`src/hdl/matvec_pkg.sv`:
```
package matvec_pkg;

  // width of one matrix or vector element, two's complement
  localparam int elem_w = 16;

  // accumulator and result width
  // dot products wrap modulo 2^32, nothing saturates
  localparam int acc_w = 32;

  // width of one host input word
  // a configuration word carries rows in 31..16 and cols in 15..0
  // vector and matrix words only use the low elem_w bits
  localparam int word_w = 32;

  // tag that travels with every host word
  // the host sends op_cfg first, then cols op_vec words
  // and finally rows times cols op_row words in row-major order
  typedef enum logic [1:0] {
    // new dimensions, also restarts row assignment at lane 0
    op_cfg = 2'd0,
    // one element of the input vector
    op_vec = 2'd1,
    // one element of the current matrix row
    op_row = 2'd2
  } in_op_e;

endpackage

```
`src/hdl/row_dispatch.sv`:
```
module row_dispatch #(
  parameter int NUM_LANES = 4,
  parameter int MAX_COLS  = 16,
  parameter int IN_DEPTH  = 4
) (
  input  logic                          clk,
  input  logic                          arst_n,
  input  logic                          in_valid,
  input  matvec_pkg::in_op_e            in_op,
  input  logic [matvec_pkg::word_w-1:0] in_data,
  input  logic [NUM_LANES-1:0]          row_credit,
  output logic                          in_credit,
  output logic                          vec_we,
  output logic [matvec_pkg::elem_w-1:0] vec_data,
  output logic [15:0]                   cfg_cols,
  output logic [15:0]                   cfg_rows,
  output logic [NUM_LANES-1:0]          row_valid,
  output logic [matvec_pkg::elem_w-1:0] row_data
);
  import matvec_pkg::*;

  localparam int ptr_w  = (IN_DEPTH > 1) ? $clog2(IN_DEPTH) : 1;
  localparam int cnt_w  = $clog2(IN_DEPTH + 1);
  localparam int lane_w = (NUM_LANES > 1) ? $clog2(NUM_LANES) : 1;
  localparam int col_w  = (MAX_COLS > 1) ? $clog2(MAX_COLS) : 1;

  typedef enum logic [1:0] {st_credit_init, st_run, st_stall} state_e;

  state_e               state;
  in_op_e               fifo_op   [IN_DEPTH];
  logic [word_w-1:0]    fifo_data [IN_DEPTH];
  logic [ptr_w-1:0]     wr_ptr;
  logic [ptr_w-1:0]     rd_ptr;
  logic [cnt_w-1:0]     fill;
  logic [cnt_w-1:0]     init_cnt;
  logic [NUM_LANES-1:0] lane_cred;
  logic [lane_w-1:0]    lane_ptr;
  logic [col_w-1:0]     col_cnt;
  logic [15:0]          last_col;
  in_op_e               head_op;
  logic [word_w-1:0]    head_data;
  logic                 head_ok;
  logic                 pop;
  logic                 row_done;

  assign head_op   = fifo_op[rd_ptr];
  assign head_data = fifo_data[rd_ptr];
  assign last_col  = cfg_cols - 16'd1;

  // a config word waits until every lane has drained, so the old vector
  // and the collector's row count are never disturbed mid-run
  // a row element waits for the credit of the lane it is aimed at
  always_comb begin
    case (head_op)
      op_cfg:  head_ok = &lane_cred;
      op_row:  head_ok = lane_cred[lane_ptr];
      default: head_ok = 1'b1;
    endcase
  end

  assign pop      = (state == st_run) && (fill != '0) && head_ok;
  assign row_done = pop && (head_op == op_row) && (col_cnt == last_col[col_w-1:0]);

  // the host only sends against credit, so a push always finds room
  always_ff @(posedge clk) begin
    if (in_valid) begin
      fifo_op[wr_ptr]   <= in_op;
      fifo_data[wr_ptr] <= in_data;
    end
  end

  always_ff @(posedge clk or negedge arst_n) begin
    if (!arst_n) begin
      wr_ptr <= '0;
      rd_ptr <= '0;
      fill   <= '0;
    end else begin
      if (in_valid) begin
        wr_ptr <= (wr_ptr == ptr_w'(IN_DEPTH - 1)) ? '0 : wr_ptr + 1'b1;
      end
      if (pop) begin
        rd_ptr <= (rd_ptr == ptr_w'(IN_DEPTH - 1)) ? '0 : rd_ptr + 1'b1;
      end
      fill <= fill + cnt_w'(in_valid) - cnt_w'(pop);
    end
  end

  // first IN_DEPTH cycles after reset hand out the initial credits,
  // after that every popped word gives one credit back
  always_ff @(posedge clk or negedge arst_n) begin
    if (!arst_n) begin
      state     <= st_credit_init;
      init_cnt  <= '0;
      in_credit <= 1'b0;
    end else begin
      case (state)
        st_credit_init: begin
          in_credit <= 1'b1;
          init_cnt  <= init_cnt + 1'b1;
          if (init_cnt == cnt_w'(IN_DEPTH - 1)) begin
            state <= st_run;
          end
        end
        st_run: begin
          in_credit <= pop;
          if ((fill != '0) && !head_ok) begin
            state <= st_stall;
          end
        end
        default: begin
          // stalled on a lane, input credits stay withheld
          in_credit <= 1'b0;
          if (head_ok) begin
            state <= st_run;
          end
        end
      endcase
    end
  end

  always_ff @(posedge clk or negedge arst_n) begin
    if (!arst_n) begin
      cfg_rows  <= '0;
      cfg_cols  <= '0;
      lane_ptr  <= '0;
      col_cnt   <= '0;
      lane_cred <= '1;
      vec_we    <= 1'b0;
      row_valid <= '0;
    end else begin
      vec_we    <= pop && (head_op == op_vec);
      row_valid <= '0;
      // returned credits are merged first, a finished row may clear its bit below
      lane_cred <= lane_cred | row_credit;
      if (pop) begin
        case (head_op)
          op_cfg: begin
            cfg_rows <= head_data[word_w-1 -: 16];
            cfg_cols <= head_data[15:0];
            lane_ptr <= '0;
            col_cnt  <= '0;
          end
          op_row: begin
            row_valid[lane_ptr] <= 1'b1;
            if (row_done) begin
              col_cnt             <= '0;
              lane_cred[lane_ptr] <= 1'b0;
              lane_ptr <= (lane_ptr == lane_w'(NUM_LANES - 1)) ? '0 : lane_ptr + 1'b1;
            end else begin
              col_cnt <= col_cnt + 1'b1;
            end
          end
          default: begin
          end
        endcase
      end
    end
  end

  // element payload for both the vector broadcast and the row path
  always_ff @(posedge clk) begin
    if (pop) begin
      vec_data <= head_data[elem_w-1:0];
      row_data <= head_data[elem_w-1:0];
    end
  end

endmodule

```
`src/hdl/dot_lane.sv`:
```
module dot_lane #(
  parameter int MAX_COLS = 16
) (
  input  logic                          clk,
  input  logic                          arst_n,
  input  logic                          vec_we,
  input  logic [matvec_pkg::elem_w-1:0] vec_data,
  input  logic [15:0]                   cfg_cols,
  input  logic                          row_valid,
  input  logic [matvec_pkg::elem_w-1:0] row_data,
  input  logic                          res_take,
  output logic                          row_credit,
  output logic                          res_valid,
  output logic [matvec_pkg::acc_w-1:0]  res_data
);
  import matvec_pkg::*;

  localparam int col_w = (MAX_COLS > 1) ? $clog2(MAX_COLS) : 1;
  // bit counter runs 0..elem_w, the last step is the accumulate
  localparam int bit_w = $clog2(elem_w + 1);

  typedef enum logic [1:0] {l_idle, l_fill, l_mul, l_hold} lane_state_e;

  lane_state_e       state;
  logic [elem_w-1:0] vec_mem [MAX_COLS];
  logic [elem_w-1:0] row_mem [MAX_COLS];
  logic [col_w-1:0]  vec_addr;
  logic [col_w-1:0]  fill_cnt;
  logic [col_w-1:0]  idx;
  logic [bit_w-1:0]  bit_cnt;
  logic [15:0]       last_col;
  logic [elem_w-1:0] mplier;
  logic              mbit;
  logic [acc_w-1:0]  mcand;
  logic [acc_w-1:0]  mcand_cur;
  logic [acc_w-1:0]  term;
  logic [acc_w-1:0]  prod;
  logic [acc_w-1:0]  acc;

  assign last_col = cfg_cols - 16'd1;

  // the row element is the multiplicand, sign extended and shifted left
  // one place per cycle, while the vector element supplies one bit per cycle
  assign mplier    = vec_mem[idx];
  assign mbit      = mplier[bit_cnt[bit_w-2:0]];
  assign mcand_cur = (bit_cnt == '0) ?
                     {{(acc_w - elem_w){row_mem[idx][elem_w-1]}}, row_mem[idx]} : mcand;
  assign term      = mbit ? mcand_cur : '0;

  assign res_valid = (state == l_hold);
  assign res_data  = acc;

  // private vector copy, the address wraps after cols writes
  always_ff @(posedge clk) begin
    if (vec_we) begin
      vec_mem[vec_addr] <= vec_data;
    end
    if (row_valid) begin
      row_mem[fill_cnt] <= row_data;
    end
  end

  always_ff @(posedge clk or negedge arst_n) begin
    if (!arst_n) begin
      vec_addr <= '0;
    end else if (vec_we) begin
      vec_addr <= (vec_addr == last_col[col_w-1:0]) ? '0 : vec_addr + 1'b1;
    end
  end

  always_ff @(posedge clk or negedge arst_n) begin
    if (!arst_n) begin
      state      <= l_idle;
      fill_cnt   <= '0;
      idx        <= '0;
      bit_cnt    <= '0;
      row_credit <= 1'b0;
    end else begin
      row_credit <= 1'b0;
      case (state)
        l_idle, l_fill: begin
          if (row_valid) begin
            if (fill_cnt == last_col[col_w-1:0]) begin
              fill_cnt <= '0;
              state    <= l_mul;
            end else begin
              fill_cnt <= fill_cnt + 1'b1;
              state    <= l_fill;
            end
          end
        end
        l_mul: begin
          if (bit_cnt == bit_w'(elem_w)) begin
            bit_cnt <= '0;
            if (idx == last_col[col_w-1:0]) begin
              idx   <= '0;
              state <= l_hold;
            end else begin
              idx <= idx + 1'b1;
            end
          end else begin
            bit_cnt <= bit_cnt + 1'b1;
          end
        end
        default: begin
          // result handed over, the slot goes back to the dispatcher
          if (res_take) begin
            row_credit <= 1'b1;
            state      <= l_idle;
          end
        end
      endcase
    end
  end

  // sign bit of the multiplier carries negative weight, hence the subtract
  always_ff @(posedge clk) begin
    if ((state == l_idle) && row_valid) begin
      acc <= '0;
    end
    if (state == l_mul) begin
      mcand <= mcand_cur << 1;
      if (bit_cnt == bit_w'(elem_w)) begin
        acc <= acc + prod;
      end else if (bit_cnt == '0) begin
        prod <= term;
      end else if (bit_cnt == bit_w'(elem_w - 1)) begin
        prod <= prod - term;
      end else begin
        prod <= prod + term;
      end
    end
  end

endmodule

```
`src/hdl/result_collect.sv`:
```
module result_collect #(
  parameter int NUM_LANES = 4
) (
  input  logic                                   clk,
  input  logic                                   arst_n,
  input  logic [15:0]                            cfg_rows,
  input  logic [NUM_LANES-1:0]                   res_valid,
  input  logic [NUM_LANES*matvec_pkg::acc_w-1:0] res_data,
  input  logic                                   out_credit,
  output logic [NUM_LANES-1:0]                   res_take,
  output logic                                   out_valid,
  output logic [matvec_pkg::acc_w-1:0]           out_data,
  output logic                                   out_last
);
  import matvec_pkg::*;

  localparam int lane_w = (NUM_LANES > 1) ? $clog2(NUM_LANES) : 1;
  localparam int cred_w = 16;

  logic [lane_w-1:0] lane_ptr;
  logic [cred_w-1:0] cred_cnt;
  logic [15:0]       row_cnt;
  logic [15:0]       rows_seen;
  logic [15:0]       last_row;
  logic              emit;

  // rows were dealt round-robin, so draining in the same order keeps row order
  assign emit      = res_valid[lane_ptr] && (cred_cnt != '0);
  assign last_row  = cfg_rows - 16'd1;
  assign out_valid = emit;
  assign out_data  = res_data[lane_ptr*acc_w +: acc_w];
  assign out_last  = emit && (row_cnt == last_row);

  always_comb begin
    res_take           = '0;
    res_take[lane_ptr] = emit;
  end

  // one slot per out_credit pulse, one slot spent per emitted result
  always_ff @(posedge clk or negedge arst_n) begin
    if (!arst_n) begin
      cred_cnt <= '0;
    end else begin
      cred_cnt <= cred_cnt + cred_w'(out_credit) - cred_w'(emit);
    end
  end

  always_ff @(posedge clk or negedge arst_n) begin
    if (!arst_n) begin
      lane_ptr  <= '0;
      row_cnt   <= '0;
      rows_seen <= '0;
    end else if (cfg_rows != rows_seen) begin
      // a new configuration restarts the drain order at lane 0
      rows_seen <= cfg_rows;
      lane_ptr  <= '0;
      row_cnt   <= '0;
    end else if (emit) begin
      if (row_cnt == last_row) begin
        // end of run, the next run also starts at lane 0
        row_cnt  <= '0;
        lane_ptr <= '0;
      end else begin
        row_cnt  <= row_cnt + 16'd1;
        lane_ptr <= (lane_ptr == lane_w'(NUM_LANES - 1)) ? '0 : lane_ptr + 1'b1;
      end
    end
  end

endmodule

```
`src/hdl/matvec_top.sv`:
```
module matvec_top #(
  parameter int NUM_LANES = 4,
  parameter int MAX_COLS  = 16,
  parameter int IN_DEPTH  = 4
) (
  input  logic                          clk,
  input  logic                          arst_n,
  input  logic                          in_valid,
  input  matvec_pkg::in_op_e            in_op,
  input  logic [matvec_pkg::word_w-1:0] in_data,
  output logic                          in_credit,
  input  logic                          out_credit,
  output logic                          out_valid,
  output logic [matvec_pkg::acc_w-1:0]  out_data,
  output logic                          out_last
);
  import matvec_pkg::*;

  // broadcast from the dispatcher to every lane
  logic                       vec_we;
  logic [elem_w-1:0]          vec_data;
  logic [15:0]                cfg_cols;
  logic [15:0]                cfg_rows;
  logic [elem_w-1:0]          row_data;
  // one bit per lane
  logic [NUM_LANES-1:0]       row_valid;
  logic [NUM_LANES-1:0]       row_credit;
  logic [NUM_LANES-1:0]       res_valid;
  logic [NUM_LANES-1:0]       res_take;
  // lane results packed side by side, lane 0 in the low word
  logic [NUM_LANES*acc_w-1:0] res_data;

  row_dispatch #(
    .NUM_LANES (NUM_LANES),
    .MAX_COLS  (MAX_COLS),
    .IN_DEPTH  (IN_DEPTH)
  ) i_dispatch (
    .clk        (clk),
    .arst_n     (arst_n),
    .in_valid   (in_valid),
    .in_op      (in_op),
    .in_data    (in_data),
    .row_credit (row_credit),
    .in_credit  (in_credit),
    .vec_we     (vec_we),
    .vec_data   (vec_data),
    .cfg_cols   (cfg_cols),
    .cfg_rows   (cfg_rows),
    .row_valid  (row_valid),
    .row_data   (row_data)
  );

  for (genvar i = 0; i < NUM_LANES; i++) begin : g_lane
    dot_lane #(
      .MAX_COLS (MAX_COLS)
    ) i_lane (
      .clk        (clk),
      .arst_n     (arst_n),
      .vec_we     (vec_we),
      .vec_data   (vec_data),
      .cfg_cols   (cfg_cols),
      .row_valid  (row_valid[i]),
      .row_data   (row_data),
      .res_take   (res_take[i]),
      .row_credit (row_credit[i]),
      .res_valid  (res_valid[i]),
      .res_data   (res_data[i*acc_w +: acc_w])
    );
  end

  result_collect #(
    .NUM_LANES (NUM_LANES)
  ) i_collect (
    .clk        (clk),
    .arst_n     (arst_n),
    .cfg_rows   (cfg_rows),
    .res_valid  (res_valid),
    .res_data   (res_data),
    .out_credit (out_credit),
    .res_take   (res_take),
    .out_valid  (out_valid),
    .out_data   (out_data),
    .out_last   (out_last)
  );

endmodule

```
`config.mk`:
```
export PLATFORM = sky130hd
export DESIGN_NAME = matvec_top
export DESIGN_NICKNAME = d
export VERILOG_FILES = /design/src/hdl/matvec_pkg.sv /design/src/hdl/row_dispatch.sv /design/src/hdl/dot_lane.sv /design/src/hdl/result_collect.sv /design/src/hdl/matvec_top.sv
export SDC_FILE = /design/constraint.sdc
export NUM_CORES = 2
export LEC_CHECK = 0
export BUFFER_PORTS_ARGS = -buffer_cell sky130_fd_sc_hd__buf_2
export CAP_MARGIN = 25
export CELL_PAD_IN_SITES_DETAIL_PLACEMENT = 1
export CELL_PAD_IN_SITES_GLOBAL_PLACEMENT = 2
export CORE_MARGIN = 2
export CORE_UTILIZATION = 48
export DETAILED_ROUTE_END_ITERATION = 10
export PLACE_DENSITY_LB_ADDON = 0.1
export SLEW_MARGIN = 30
export SYNTH_ARGS = -nofsm -noshare
export SYNTH_HDL_FRONTEND = slang
export SYNTH_SLANG_ARGS = --single-unit
```
`constraint.sdc`:
```
create_clock -name clk -period 7.9 [get_ports clk]
set_input_delay 0.395 -clock clk [delete_from_list [all_inputs] [get_ports clk]]
set_output_delay 0.395 -clock clk [all_outputs]
set_load 0.02 [all_outputs]
```
==> impl_metrics.env <==
export IMPL_finalHoldViolCount=0
export IMPL_status="completed"
export IMPL_fin_crit_sh=0.938
export IMPL_placementRows=187
export IMPL_antenna_found_initial=6
export IMPL_setup_violations=0
export IMPL_gr_total_overflow=0
export IMPL_placed_area_um2=131000
export IMPL_drc=0
export IMPL_synth_area_leaders="edfxtp_1 (59%), mux4_2 (10%), dfrtp_1 (3.5%), ha_1 (3.5%), dfxtp_1 (2.0%)"
export IMPL_die_area_um2=265000
export IMPL_period_minus_slack_ns=7.41
export IMPL_p_leak_nw=48.2
export IMPL_power_density_nw_per_um2=304
export IMPL_yosys_most_used_dff="edfxtp_1"
export IMPL_async_reset_ff_frac=0.0645
export IMPL_final_area_um2=141000
export IMPL_synth_edf_count=2452
export IMPL_crit_path_start_kind="flop"
export IMPL_cp_slowest_cell="dfrtp_4"
export IMPL_drive_gt1_frac=0.179
export IMPL_grt_pass1_vias=79000
export IMPL_io_buffer_count=72
export IMPL_swShare=0.303
export IMPL_p_clk_frac=0.332
export IMPL_grt_max_degree=93
export IMPL_dpl_hpwl_mm=219
export IMPL_cts_tree="built"
export IMPL_rsz0062_at_grt="no"
export IMPL_synth_nets=8683
export IMPL_seqPwrFrac=0.442
export IMPL_layout_common_cells="edfxtp_1 (2452), nand2_1 (566), mux4_2 (563)"
export IMPL_synth_compound_area_frac=0.0797
export IMPL_grt_first_pass_wirelength_mm=507
export IMPL_synth_avg_cell_area_um2=15.1
export IMPL_synth_cells=8287
export IMPL_crit_top_cell="buf_4"
export IMPL_viasPerCell=6.07
export IMPL_htree_levels=5
export IMPL_yosysTopAreaCellShare=0.589
export IMPL_nets=8992
export IMPL_drv_cap=0
export IMPL_drt_iter0_drc=5829
export IMPL_worst_ep_required_time_ns=8.53
export IMPL_clk_latency_ns=0.92
export IMPL_die_y_um=514
export IMPL_dr_pass1_iters=5
export IMPL_die_x_um=514
export IMPL_finalClockSkew_ns=0.0716
export IMPL_cts_buffer_depth=4
export IMPL_cp_max_fo=12
export IMPL_cp_arrival_ns=8.04
export IMPL_ys_warn_count=0
export IMPL_max_freq_mhz=135
export IMPL_power_frac_comb=0.226
export IMPL_worstSetupEndpointType="flop"
export IMPL_layout_commonest_cell="edfxtp_1"
export IMPL_synth_top_cell_by_area="edfxtp_1"
export IMPL_critPathKind="flop to flop"
export IMPL_synth_top_family_by_area="multiplexers"
export IMPL_peakVddDrop_v=0.000279
export IMPL_ys_seq_elements=2758
export IMPL_track_usage=0.253
export IMPL_num_vias=74400
export IMPL_clock_sinks=2758
export IMPL_initial_core_util=0.482
export IMPL_place_gp_congestion=0.824
export IMPL_area_growth_pct=12.8
export IMPL_antenna_left=0
export IMPL_cts_inserted_buffers=304
export IMPL_seq_area_frac_synth=0.645
export IMPL_synth_mux_area_frac=0.118
export IMPL_coreArea_um2=259000
export IMPL_synth_fa_ha_area_frac=0.0365
export IMPL_syn_cell_area_um2=125000
export IMPL_p_int_mw=29.9
export IMPL_fin_tns_setup_ns=0
export IMPL_post_drt_wl_per_cell_um=27.4
export IMPL_path_clk_slew_ns=0.06
export IMPL_yosys_area_share_simple=0.0712
export IMPL_clockRootBuffer="clkbuf_16"
export IMPL_slew_viol_final=0
export IMPL_max_slew_margin_rel=0.312
export IMPL_worst_path_largest_cell_delay_ns=0.61
export IMPL_tightest_slew_ns=1.03
export IMPL_num_io_pins=73
export IMPL_routed_wl_mm=336
export IMPL_yosysUniqueCellTypes=106
export IMPL_hold_path_class="input port to asynchronous set/reset pin"
export IMPL_synthXorXnorAreaFrac=0.0271
export IMPL_switching_power_mw=13.0
[critical path: cells and delay by family (launching register included)]
kind | cells | cell delay [ns]
multiplexers | 3 | 0.76
AO/OA/AOI/OAI | 14 | 3.11
flip-flops | 1 | 0.61
buffers and inverters | 5 | 0.71
adder cells (fa/ha/maj) | 2 | 0.48
AND/OR/NAND/NOR | 4 | 1.45
[timing repair]
| action | CTS | global route |
|---|---|---|
| hold endpoints to repair | 197 | 0 |
| setup buffers | 0 | 1 |
| setup endpoints to repair | 0 | 5 |
| hold buffers | 37 | 0 |
| resized for setup | 0 | 5 |
[metrics by stage]
step / hold slack [ns] / worst slack (ns) / utilization / total power [mW] / instances
after floorplan: 0.0994 / 0.598 / - / 25.5 / 8287
after global placement: 0.425 / 0.448 / 0.503 / 28.5 / 11600
after detailed placement: 0.433 / 0.364 / 0.504 / 29.0 / 11700
after CTS: 0.0474 / 0.327 / 0.544 / 43.3 / 12200
after global routing: 0.0985 / 0.0266 / 0.544 / 44.8 / 12200
final: 0.0849 / 0.488 / 0.544 / 42.9 / 12200
[routing by layer]
| metal | routed length, um | global-route usage |
|---|---|---|
| met5 | 0 | 0 |
| met3 | 16700 | 0.0292 |
| met1 | 149000 | 0.361 |
| met2 | 162000 | 0.416 |
| met4 | 8080 | 0.0629 |
[sequential cells by signal, indices dropped and copies added, names as in the netlist, 20 cells and up]
| register | cells |
|---|---|
| g_lane.i_lane.res_data | 128 |
| g_lane.i_lane.prod | 128 |
| i_dispatch.fifo_data | 128 |
| g_lane.i_lane.row_mem | 1024 |
| g_lane.i_lane.bit_cnt | 20 |
| g_lane.i_lane.vec_mem | 1024 |
| g_lane.i_lane.mcand | 124 |
[cell usage after synthesis, drive strengths merged (34+ instances only)]
library cell / n
o22ai: 58
a21oi: 348
o21a: 49
ha: 348
inv: 228
mux2i: 141
mux4: 569
mux2: 48
a22o: 40
dfrtp: 174
nor2b: 72
a21o: 118
a22oi: 99
a221oi: 34
a31oi: 52
and3: 77
and2: 63
nand3: 225
buf: 145
dfxtp: 128
xor2: 183
nand2: 570
xnor2: 198
edfxtp: 2452
nor3: 109
clkbuf: 256
a211oi: 46
nand4: 34
o21ai: 425
nor2: 407
nand2b: 126
o31ai: 73
[area by class of cell]
cell class              instances  area [um2]
inverters                     232         871
multi-input cells            4896       42100
well taps                    3402        4260
diodes                          4        10.0
clock buffers                 401        8220
repair buffers                404        3250
clock inverters               151        1720
flip-flops and latches       2758       80700
fillers                     24300      118000
[logic make-up after synthesis]
group,Yosys count
flip-flops,2758
AND/OR/NAND/NOR,1841
AO/OA/AOI/OAI,1555
multiplexers,758
buffers and inverters,633
XOR/XNOR,383
adder cells (fa/ha/maj),359
[power groups by stage]
stage | Sequential, mW | Combinational, mW | Clock (mW)
5_1_grt | 19.1 | 10.7 | 15.0
4_1_cts | 19.0 | 9.71 | 14.6
3_3_place_gp | 19.3 | 9.25 | 0
6_report | 19.0 | 9.69 | 14.3
3_5_place_dp | 19.3 | 9.65 | 0
2_1_floorplan | 19.9 | 5.60 | 0
[final timing paths]
| kind | from | endpoint | slack (ns) | cells past startpoint |
|---|---|---|---|---|
| hold / removal | arst_n | g_lane[0].i_lane.bit_cnt[2] | 0.08 | 2 |
| max in group asynchronous | arst_n | g_lane[3].i_lane.idx[0] | 6.37 | 3 |
| setup reg to reg | g_lane[2].i_lane.idx[0] | g_lane[2].i_lane.prod[27] | 0.49 | 28 |
| min in group clk | in_data[28] | i_dispatch.fifo_data[2][28] | 0.23 | 2 |
| hold reg to reg | i_dispatch.cfg_rows[1] | i_collect.rows_seen[1] | 0.44 | 0 |
| setup / recovery | g_lane[2].i_lane.idx[0] | g_lane[2].i_lane.prod[27] | 0.49 | 28 |
No activity file was read; power rests on OpenSTA's default activity.
